[src/logic/cgra_defines.svh]
`ifndef CGRA_DEFINES_SVH
`define CGRA_DEFINES_SVH

// array geometry
`define NUM_COL     4
`define INSTR_W     32
// memory beat size and beats per instruction row
`define PHIT_W      64
`define ROW_BEATS   2
// instruction table depth and program counter width
`define TBL_DEPTH   16
`define PC_W        4
// read master
`define HBM_ADDR_W  64
`define BURST_BEATS 8
// host register bus
`define CSR_ADDR_W  6
`define CSR_DATA_W  32

`endif

[src/logic/ctrl_pkg.sv]
`include "cgra_defines.svh"

package ctrl_pkg;

  // byte offsets on the control bus
  typedef enum logic [`CSR_ADDR_W-1:0] {
    ADDR_CTRL   = 6'h00,
    ADDR_GIER   = 6'h04,
    ADDR_IER    = 6'h08,
    ADDR_ISR    = 6'h0C,
    ADDR_PTR_LO = 6'h10,
    ADDR_PTR_HI = 6'h14,
    ADDR_ROWS   = 6'h18,
    ADDR_BUSY   = 6'h1C
  } csr_addr_e;

  // load request from the register slave to the fetch stage
  typedef struct packed {
    logic                   start;
    logic [`HBM_ADDR_W-1:0] ptr;
    logic [`PC_W:0]         rows;
  } load_cmd_t;

endpackage

[src/logic/loader_pkg.sv]
`include "cgra_defines.svh"

package loader_pkg;

  typedef enum logic [1:0] {
    FS_IDLE,
    FS_ADDR,
    FS_DATA
  } fetch_state_e;

  // one read beat, last marks the final beat of the whole load
  typedef struct packed {
    logic               valid;
    logic [`PHIT_W-1:0] data;
    logic               last;
  } phit_t;

  // one row written to all columns at once, column c at bits 32c upward
  typedef struct packed {
    logic                         valid;
    logic [`PC_W-1:0]             idx;
    logic [`NUM_COL*`INSTR_W-1:0] data;
    logic                         last;
  } row_wr_t;

  // per-column program counter control from the array
  typedef struct packed {
    logic             clken;
    logic             load;
    logic             incr;
    logic [`PC_W-1:0] value;
  } pc_ctl_t;

endpackage
[src/logic/control_plane.sv]
`timescale 1ns/100ps
`include "cgra_defines.svh"

module control_plane (
  input  logic                               ap_clk,
  input  logic                               areset,
  // host register bus
  input  logic [`CSR_ADDR_W-1:0]             awaddr,
  input  logic                               awvalid,
  output logic                               awready,
  input  logic [`CSR_DATA_W-1:0]             wdata,
  input  logic [`CSR_DATA_W/8-1:0]           wstrb,
  input  logic                               wvalid,
  output logic                               wready,
  output logic [1:0]                         bresp,
  output logic                               bvalid,
  input  logic                               bready,
  input  logic [`CSR_ADDR_W-1:0]             araddr,
  input  logic                               arvalid,
  output logic                               arready,
  output logic [`CSR_DATA_W-1:0]             rdata,
  output logic [1:0]                         rresp,
  output logic                               rvalid,
  input  logic                               rready,
  output logic                               interrupt,
  // instruction memory read master
  output logic                               m_axi_arvalid,
  input  logic                               m_axi_arready,
  output logic [`HBM_ADDR_W-1:0]             m_axi_araddr,
  output logic [7:0]                         m_axi_arlen,
  input  logic                               m_axi_rvalid,
  output logic                               m_axi_rready,
  input  logic [`PHIT_W-1:0]                 m_axi_rdata,
  input  logic                               m_axi_rlast,
  // array side
  input  loader_pkg::pc_ctl_t [`NUM_COL-1:0] pc_ctl,
  output logic [`NUM_COL*`INSTR_W-1:0]       instr
);
  import ctrl_pkg::*;
  import loader_pkg::*;

  load_cmd_t load_cmd;
  phit_t     beat;
  row_wr_t   row_wr;
  logic      load_done;

  // final row write closes the load
  assign load_done = row_wr.valid & row_wr.last;

  ctrl_regs u_ctrl_regs (
    .ap_clk    (ap_clk),
    .areset    (areset),
    .awaddr    (awaddr),
    .awvalid   (awvalid),
    .awready   (awready),
    .wdata     (wdata),
    .wstrb     (wstrb),
    .wvalid    (wvalid),
    .wready    (wready),
    .bresp     (bresp),
    .bvalid    (bvalid),
    .bready    (bready),
    .araddr    (araddr),
    .arvalid   (arvalid),
    .arready   (arready),
    .rdata     (rdata),
    .rresp     (rresp),
    .rvalid    (rvalid),
    .rready    (rready),
    .load_done (load_done),
    .load_cmd  (load_cmd),
    .interrupt (interrupt)
  );

  instr_fetch u_instr_fetch (
    .ap_clk        (ap_clk),
    .areset        (areset),
    .load_cmd      (load_cmd),
    .m_axi_arvalid (m_axi_arvalid),
    .m_axi_arready (m_axi_arready),
    .m_axi_araddr  (m_axi_araddr),
    .m_axi_arlen   (m_axi_arlen),
    .m_axi_rvalid  (m_axi_rvalid),
    .m_axi_rready  (m_axi_rready),
    .m_axi_rdata   (m_axi_rdata),
    .m_axi_rlast   (m_axi_rlast),
    .beat          (beat)
  );

  instr_unpack u_instr_unpack (
    .ap_clk (ap_clk),
    .areset (areset),
    .beat   (beat),
    .row_wr (row_wr)
  );

  instr_table u_instr_table (
    .ap_clk (ap_clk),
    .areset (areset),
    .row_wr (row_wr),
    .pc_ctl (pc_ctl),
    .instr  (instr)
  );

endmodule

[src/logic/ctrl_regs.sv]
`timescale 1ns/100ps
`include "cgra_defines.svh"

module ctrl_regs (
  input  logic                      ap_clk,
  input  logic                      areset,
  input  logic [`CSR_ADDR_W-1:0]    awaddr,
  input  logic                      awvalid,
  output logic                      awready,
  input  logic [`CSR_DATA_W-1:0]    wdata,
  input  logic [`CSR_DATA_W/8-1:0]  wstrb,
  input  logic                      wvalid,
  output logic                      wready,
  output logic [1:0]                bresp,
  output logic                      bvalid,
  input  logic                      bready,
  input  logic [`CSR_ADDR_W-1:0]    araddr,
  input  logic                      arvalid,
  output logic                      arready,
  output logic [`CSR_DATA_W-1:0]    rdata,
  output logic [1:0]                rresp,
  output logic                      rvalid,
  input  logic                      rready,
  input  logic                      load_done,
  output ctrl_pkg::load_cmd_t       load_cmd,
  output logic                      interrupt
);
  import ctrl_pkg::*;

  csr_addr_e              wr_addr;
  csr_addr_e              rd_addr;
  logic                   wr_fire;
  logic                   rd_fire;
  logic                   start_wr;
  logic                   start_q;
  logic                   idle_q;
  logic                   done_q;
  logic                   gie_q;
  logic                   ier_q;
  logic                   isr_q;
  logic [`HBM_ADDR_W-1:0] ptr_q;
  logic [`PC_W:0]         rows_q;
  logic [`CSR_DATA_W-1:0] busy_q;
  logic [`CSR_DATA_W-1:0] rd_mux;

  assign wr_addr = csr_addr_e'(awaddr);
  assign rd_addr = csr_addr_e'(araddr);
  assign wr_fire = awvalid & awready;
  assign rd_fire = arvalid & arready;
  // start only taken while the kernel is idle
  assign start_wr = wr_fire && (wr_addr == ADDR_CTRL) && wdata[0] && idle_q;

  // aw and w accepted together, one response in flight at most
  always_ff @(posedge ap_clk) begin
    if (areset) begin
      awready <= 1'b0;
      bvalid  <= 1'b0;
      arready <= 1'b0;
      rvalid  <= 1'b0;
    end else begin
      awready <= awvalid & wvalid & ~awready & ~bvalid;
      if (wr_fire) begin
        bvalid <= 1'b1;
      end else if (bready) begin
        bvalid <= 1'b0;
      end
      arready <= arvalid & ~arready & ~rvalid;
      if (rd_fire) begin
        rvalid <= 1'b1;
      end else if (rready) begin
        rvalid <= 1'b0;
      end
    end
  end

  assign wready = awready;
  assign bresp  = 2'b00;
  assign rresp  = 2'b00;

  // read data mux
  always_comb begin
    rd_mux = '0;
    case (rd_addr)
      ADDR_CTRL:   rd_mux[3:0] = {done_q, idle_q, done_q, start_q};
      ADDR_GIER:   rd_mux[0] = gie_q;
      ADDR_IER:    rd_mux[0] = ier_q;
      ADDR_ISR:    rd_mux[0] = isr_q;
      ADDR_PTR_LO: rd_mux = ptr_q[`CSR_DATA_W-1:0];
      ADDR_PTR_HI: rd_mux = ptr_q[`HBM_ADDR_W-1:`CSR_DATA_W];
      ADDR_ROWS:   rd_mux[`PC_W:0] = rows_q;
      ADDR_BUSY:   rd_mux = busy_q;
      default:     rd_mux = '0;
    endcase
  end

  // captured at the read handshake
  always_ff @(posedge ap_clk) begin
    if (rd_fire) begin
      rdata <= rd_mux;
    end
  end

  // host configuration registers
  always_ff @(posedge ap_clk) begin
    if (areset) begin
      gie_q  <= 1'b0;
      ier_q  <= 1'b0;
      ptr_q  <= '0;
      rows_q <= '0;
    end else if (wr_fire) begin
      case (wr_addr)
        ADDR_GIER: gie_q <= wdata[0];
        ADDR_IER:  ier_q <= wdata[0];
        ADDR_ROWS: rows_q <= wdata[`PC_W:0];
        ADDR_PTR_LO: begin
          for (int b = 0; b < `CSR_DATA_W/8; b++) begin
            if (wstrb[b]) ptr_q[8*b +: 8] <= wdata[8*b +: 8];
          end
        end
        ADDR_PTR_HI: begin
          for (int b = 0; b < `CSR_DATA_W/8; b++) begin
            if (wstrb[b]) ptr_q[`CSR_DATA_W + 8*b +: 8] <= wdata[8*b +: 8];
          end
        end
        default: ;
      endcase
    end
  end

  // start/done/idle handshake with the loader
  always_ff @(posedge ap_clk) begin
    if (areset) begin
      start_q <= 1'b0;
      idle_q  <= 1'b1;
      done_q  <= 1'b0;
      isr_q   <= 1'b0;
      busy_q  <= '0;
    end else begin
      start_q <= start_wr;
      if (load_done) begin
        idle_q <= 1'b1;
      end else if (start_wr) begin
        idle_q <= 1'b0;
      end
      // done sticks until ctrl is read, a new done wins
      if (load_done) begin
        done_q <= 1'b1;
      end else if (rd_fire && (rd_addr == ADDR_CTRL)) begin
        done_q <= 1'b0;
      end
      // write 1 toggles, done event sets when enabled
      isr_q <= (isr_q ^ (wr_fire && (wr_addr == ADDR_ISR) && wdata[0])) | (load_done & ier_q);
      // cycles spent loading
      if (start_wr) begin
        busy_q <= '0;
      end else if (!idle_q) begin
        busy_q <= busy_q + 1'b1;
      end
    end
  end

  assign interrupt = gie_q & ier_q & isr_q;
  assign load_cmd  = '{start: start_q, ptr: ptr_q, rows: rows_q};

endmodule

[src/logic/instr_fetch.sv]
`timescale 1ns/100ps
`include "cgra_defines.svh"

module instr_fetch (
  input  logic                   ap_clk,
  input  logic                   areset,
  input  ctrl_pkg::load_cmd_t    load_cmd,
  output logic                   m_axi_arvalid,
  input  logic                   m_axi_arready,
  output logic [`HBM_ADDR_W-1:0] m_axi_araddr,
  output logic [7:0]             m_axi_arlen,
  input  logic                   m_axi_rvalid,
  output logic                   m_axi_rready,
  input  logic [`PHIT_W-1:0]     m_axi_rdata,
  input  logic                   m_axi_rlast,
  output loader_pkg::phit_t      beat
);
  import loader_pkg::*;

  // 4 rows per burst, so the burst count is rows/4
  localparam int ROWS_PER_BURST = `BURST_BEATS / `ROW_BEATS;
  localparam logic [`HBM_ADDR_W-1:0] BURST_BYTES = `HBM_ADDR_W'(`BURST_BEATS * `PHIT_W / 8);

  fetch_state_e       state_q;
  logic [`PC_W:0]     bursts_left;
  logic               final_burst;
  logic               burst_end;
  logic               beat_valid_q;
  logic [`PHIT_W-1:0] beat_data_q;
  logic               beat_last_q;

  assign final_burst = (bursts_left == 1);
  assign burst_end   = (state_q == FS_DATA) && m_axi_rvalid && m_axi_rlast;

  always_ff @(posedge ap_clk) begin
    if (areset) begin
      state_q     <= FS_IDLE;
      bursts_left <= '0;
    end else begin
      case (state_q)
        FS_IDLE: begin
          if (load_cmd.start) begin
            state_q     <= FS_ADDR;
            bursts_left <= load_cmd.rows >> $clog2(ROWS_PER_BURST);
          end
        end
        FS_ADDR: begin
          if (m_axi_arready) state_q <= FS_DATA;
        end
        FS_DATA: begin
          if (burst_end) begin
            bursts_left <= bursts_left - 1'b1;
            state_q     <= final_burst ? FS_IDLE : FS_ADDR;
          end
        end
        default: state_q <= FS_IDLE;
      endcase
    end
  end

  // pointer latched at start, then stepped one burst at a time
  always_ff @(posedge ap_clk) begin
    if ((state_q == FS_IDLE) && load_cmd.start) begin
      m_axi_araddr <= load_cmd.ptr;
    end else if (burst_end) begin
      m_axi_araddr <= m_axi_araddr + BURST_BYTES;
    end
  end

  assign m_axi_arvalid = (state_q == FS_ADDR);
  assign m_axi_rready  = (state_q == FS_DATA);
  assign m_axi_arlen   = 8'(`BURST_BEATS - 1);

  // beat register toward unpack
  always_ff @(posedge ap_clk) begin
    if (areset) begin
      beat_valid_q <= 1'b0;
    end else begin
      beat_valid_q <= m_axi_rvalid & m_axi_rready;
    end
  end

  always_ff @(posedge ap_clk) begin
    beat_data_q <= m_axi_rdata;
    // last beat of the final burst ends the load
    beat_last_q <= m_axi_rlast & final_burst;
  end

  assign beat = '{valid: beat_valid_q, data: beat_data_q, last: beat_last_q};

endmodule

[src/logic/instr_table.sv]
`timescale 1ns/100ps
`include "cgra_defines.svh"

module instr_table (
  input  logic                                 ap_clk,
  input  logic                                 areset,
  input  loader_pkg::row_wr_t                  row_wr,
  input  loader_pkg::pc_ctl_t [`NUM_COL-1:0]   pc_ctl,
  output logic [`NUM_COL*`INSTR_W-1:0]         instr
);

  for (genvar c = 0; c < `NUM_COL; c++) begin : g_col
    logic [`INSTR_W-1:0] mem [`TBL_DEPTH];
    logic [`PC_W-1:0]    pc_q;
    logic [`INSTR_W-1:0] instr_q;

    // all columns written from the same row
    always_ff @(posedge ap_clk) begin
      if (row_wr.valid) begin
        mem[row_wr.idx] <= row_wr.data[c*`INSTR_W +: `INSTR_W];
      end
    end

    // load beats incr, pc wraps at table depth
    always_ff @(posedge ap_clk) begin
      if (areset) begin
        pc_q    <= '0;
        instr_q <= '0;
      end else begin
        if (pc_ctl[c].clken) begin
          if (pc_ctl[c].load) begin
            pc_q <= pc_ctl[c].value;
          end else if (pc_ctl[c].incr) begin
            pc_q <= pc_q + 1'b1;
          end
        end
        // instruction one cycle behind the pc
        instr_q <= mem[pc_q];
      end
    end

    assign instr[c*`INSTR_W +: `INSTR_W] = instr_q;
  end

endmodule

[src/logic/instr_unpack.sv]
`timescale 1ns/100ps
`include "cgra_defines.svh"

module instr_unpack (
  input  logic                ap_clk,
  input  logic                areset,
  input  loader_pkg::phit_t   beat,
  output loader_pkg::row_wr_t row_wr
);

  logic [`PHIT_W-1:0]           even_q;
  // next beat completes a row
  logic                         odd_q;
  // next even beat opens a new load
  logic                         fresh_q;
  logic [`PC_W-1:0]             idx_q;
  logic                         row_valid_q;
  logic [`PC_W-1:0]             row_idx_q;
  logic [`NUM_COL*`INSTR_W-1:0] row_data_q;
  logic                         row_last_q;

  always_ff @(posedge ap_clk) begin
    if (areset) begin
      odd_q       <= 1'b0;
      fresh_q     <= 1'b1;
      idx_q       <= '0;
      row_valid_q <= 1'b0;
    end else begin
      row_valid_q <= beat.valid & odd_q;
      if (beat.valid) begin
        odd_q <= ~odd_q;
        if (!odd_q) begin
          if (fresh_q) idx_q <= '0;
          fresh_q <= 1'b0;
        end else begin
          idx_q <= idx_q + 1'b1;
          if (beat.last) fresh_q <= 1'b1;
        end
      end
    end
  end

  // even phit holds columns 0/1, odd phit columns 2/3
  always_ff @(posedge ap_clk) begin
    if (beat.valid && !odd_q) begin
      even_q <= beat.data;
    end
    if (beat.valid && odd_q) begin
      row_data_q <= {beat.data, even_q};
      row_idx_q  <= idx_q;
      row_last_q <= beat.last;
    end
  end

  assign row_wr = '{valid: row_valid_q, idx: row_idx_q, data: row_data_q, last: row_last_q};

endmodule

[config.mk]
export PLATFORM = sky130hd
export DESIGN_NAME = control_plane
export DESIGN_NICKNAME = d
export VERILOG_FILES = /design/src/logic/ctrl_pkg.sv /design/src/logic/loader_pkg.sv /design/src/logic/control_plane.sv /design/src/logic/ctrl_regs.sv /design/src/logic/instr_fetch.sv /design/src/logic/instr_table.sv /design/src/logic/instr_unpack.sv
export VERILOG_INCLUDE_DIRS = /design/src /design/src/logic
export SDC_FILE = /design/constraint.sdc
export NUM_CORES = 2
export LEC_CHECK = 0
export BUFFER_PORTS_ARGS = -buffer_cell sky130_fd_sc_hd__buf_2
export CAP_MARGIN = 15
export CORE_UTILIZATION = 52
export CTS_CLUSTER_DIAMETER = 40
export DETAILED_ROUTE_END_ITERATION = 10
export PLACE_DENSITY_LB_ADDON = 0.2
export SYNTH_ARGS = -nofsm -noshare
export SYNTH_HDL_FRONTEND = slang
export SYNTH_SLANG_ARGS = --single-unit
[constraint.sdc]
create_clock -name ap_clk -period 14.98 [get_ports ap_clk]
set_clock_uncertainty 0.2 [all_clocks]
set_input_delay 2.247 -clock ap_clk [delete_from_list [all_inputs] [get_ports ap_clk]]
set_output_delay 2.247 -clock ap_clk [all_outputs]
set_load 0.03 [all_outputs]
==> impl_results.md <==
* Status: complete, no violations
* Reg area at 77000 sq um
* Synth warn at 0
* Synthesized instance count at 4664
* Area of the multi-input gates at 21200 sq um
* Post_cts resized at 0
* Global route total overflow at 0
* Die span in x at 439 um
* Adder-cell share of the synthesized area at 0.00114
* Async SR Flop Fraction at 0
* Post-Route Setup TNS at 0 ns
* WP data arrival at between 1.5 and 2 ns
* Worst path slowest cell: dfxtp_1
* Synth Area in XOR/XNOR at 0.00513
* Crit path cell chain: nand2b_1, inv_1, buf_2
* Clk buf depth at 4
* PnR Total Power at 17.2 mW
* Tot GR Track Use at 0.241
* Post-synth EDFFs at 2341
* Cell Rows at 159
* Lkg Pwr at 37.5 nW
* Worst slew margin at 0.256
* Maximum operating frequency at 227 MHz
* Worst skew pair latency at ~0.94 ns
* CP peak stage delay at 0.31 ns
* IO Count at 394
* Critical path class: reg2out
* Design area at roughly 120000 sq um
* Initial antenna violation count at 13
* Fill cell count at ~13000
* Req. time, crit path at 12.53 ns
* R2R Setup Slk at 10.93 ns
* Remaining DRCs at 0
* Fin cells at around 8000
* Max Cap Viol at 0
* Final hold violation count at 0
* 1st-pass router iterations at 5
* Synthesized flop and latch total at 2676
* Final net count at about 5400
* TritonCTS sink count at between 2000 and 3000
* Layout cells sized above 1 at 0.313
* Power per cell area at 148 nW/um^2
* Critical path fanouts, max at 8
* Wirelength per Cell at a little under 30 um
* Routed vias/inst at 5.97
* Complex-gate fraction of the synthesized area at 0.0103
* Post-CTS Setup Bufs at 0
* Post-DP HPWL at 117000 um
* Post-synthesis sequential area ratio at 0.777
* Mapped Avg Cell Area at 21.3 sq um
* Routed Antenna Nets at 0
* Synth Area in Simple Gates at 0.0373
* Routability Congestion at 0.858
* Place WS at just over 10 ns
* Clk slew on worst S/H paths at around 0.06 ns
* Number of global-route vias before repair at 48930
* CP endpoint kind: primary output
* Post-DP Area at 104000 sq um
* Multiplexer area fraction after synthesis at 0.158
* Commonest non-fill, non-tap cell in the layout: edfxtp_1
* Worst hold path type: reg2reg
* CTS tree: built
* Ys flop type: edfxtp_1
* Final worst slack at 10.58 ns
* Slew @ Worst Pin at 1.12 ns
* Peak supply drop at 0.000135 V
* Main combinational cell family by area after synthesis: multiplexers
* Final Max Slew Viols at 0
* Largest net degree at the start of global routing at 160
* Final setup fails at 0
* Tcrit/Tclk final at 0.294
* Minimum clock period at between 4 and 5 ns
* Inst Count DP at 7381
* Height of the die at 439 um
* Starting density of the core at 0.526
* Startpoint types: register
* Post-cts hold buffer count at 0
* Die area at 192000 sq um
* Most frequent cells in the layout: edfxtp_1, mux4_2, buf_2, clkbuf_16, dfxtp_1
* Distinct cells, synth at 59
* DRT iter0 DRCs at 4483
* CORE AREA at 189000 sq um
* CTS Root Cell: clkbuf_16
* Inserted Clock Buffers at 358
* Mapped cell area at 99100 sq um
* IO Port Bufs at 381
* Routed WL at 232000 um
* First-pass GRT wire length at 335000 um
* RSZ-0062 raised after global routing: no
* Syn-to-layout area delta at 17.3%
* CTS H-tree lvls at 5
* Routed via count at 47982
==> power by group <==
part	total, mW	switching (mW)	internal [mW]	leakage (nW)
clock	8.54	3.24	5.30	5.88
combinational	0.594	0.295	0.299	7.82
sequential	8.11	0.0736	8.04	23.8
==> critical path, delay by kind of cell, from the launching register on <==
family                 cells  cell delay (ns)
buffers and inverters      2             0.49
DFF                        1             0.31
and+or+nand+nor            1             0.25
==> cell usage after synthesis, types with 3 or more instances <==
cell type  number  area (sq um)
nor2_4          4          45.0
o31ai_1         7          52.6
o21ai_0        60           300
nand2_1       113           424
dfxtp_1       335          6710
nand3b_1        3          22.5
nor3b_1         7          52.6
buf_1          49           184
edfxtp_1     2341         70300
nor4b_1         4          35.0
a31oi_1        16           100
mux2i_1       118          1180
buf_2          34           170
a21oi_1        73           365
ha_1            9           113
nand2b_1        7          43.8
xor2_1         25           219
and2_1         25           156
or4_1          14           105
o21a_1          5          37.5
or4b_1          3          30.0
nand4b_1        3          26.3
or3_1          14          87.6
xnor2_1        33           289
and3_1         16           100
nand3_1        50           250
clkbuf_1      146           548
nor3_1         25           125
inv_1          20          75.1
mux4_2        644         14500
a22oi_1         6          45.0
nor2_1        218           818
buf_4          13          97.6
nor2b_1       131           820
nor4_1         18           113
a211oi_1        4          30.0
and4_1         10          87.6
nand4_1        33           206
==> worst paths after layout <==
kind	startpoint	end	cells past startpoint
max	u_instr_fetch.state_q[0]$_SDFFE_PP0P_	m_axi_rready	3
max reg2reg	u_instr_unpack.row_valid_q$_SDFF_PP0_	u_instr_table.g_col[0].mem[1][11]$_DFFE_PP_	4
min reg2reg	u_instr_fetch.beat_data_q[56]$_DFF_P_	u_instr_unpack.row_data_q[120]$_DFFE_PP_	0
min	u_instr_fetch.beat_data_q[56]$_DFF_P_	u_instr_unpack.row_data_q[120]$_DFFE_PP_	0
==> cells by family after synthesis <==
family          Yosys count
compound gates          182
simple gates            712
mux                     763
flops                  2676
buf+inv                 262
xor+xnor                 58
fa+ha+maj                 9
other cells               2
==> layout make-up <==
class | count | area share
Sequential cell | 2676 | 0.663
Clock buffer | 435 | 0.0835
Antenna cell | 5 | 0.000108
Timing Repair Buffer | 454 | 0.0224
Inverter | 20 | 0.000710
Multi-Input combinational cell | 1736 | 0.182
Tap cell | 2495 | 0.0269
Clock inverter | 210 | 0.0213
==> sequential cells by signal, summed over array words and instances (netlist names), 2 cells and up <==
| register | cells |
|---|---|
| u_instr_table.g_col.pc_q | 16 |
| u_instr_unpack.idx_q | 4 |
| u_instr_fetch.bursts_left | 5 |
| u_instr_unpack.row_data_q | 128 |
| u_instr_fetch.m_axi_araddr | 64 |
| u_instr_fetch.beat_data_q | 64 |
| u_ctrl_regs.rdata | 32 |
| u_ctrl_regs.rows_q | 5 |
| u_instr_unpack.row_idx_q | 4 |
| u_instr_unpack.even_q | 64 |
| u_ctrl_regs.ptr_q | 64 |
| u_instr_fetch.state_q | 2 |
| u_instr_table.g_col.instr_q | 128 |
| u_instr_table.g_col.mem | 2048 |
| u_ctrl_regs.busy_q | 32 |
==> routing by layer <==
metal  vias to the layer above  wire (um)  GRT usage
met1                     25479      92200      0.323
met3                       395      14100     0.0384
met5                         -         27          0
met2                      1786     119000      0.407
met4                         4       6560     0.0771
li1                      20318          -          -
==> stage by stage <==
stage           util  hold WS [ns]
4_1_cts        0.616         0.200
6_report       0.616         0.206
5_1_grt        0.616         0.222
3_3_place_gp   0.552         0.202
3_5_place_dp   0.552         0.205
2_1_floorplan      -         0.200
(Power assumes the default switching activity.)
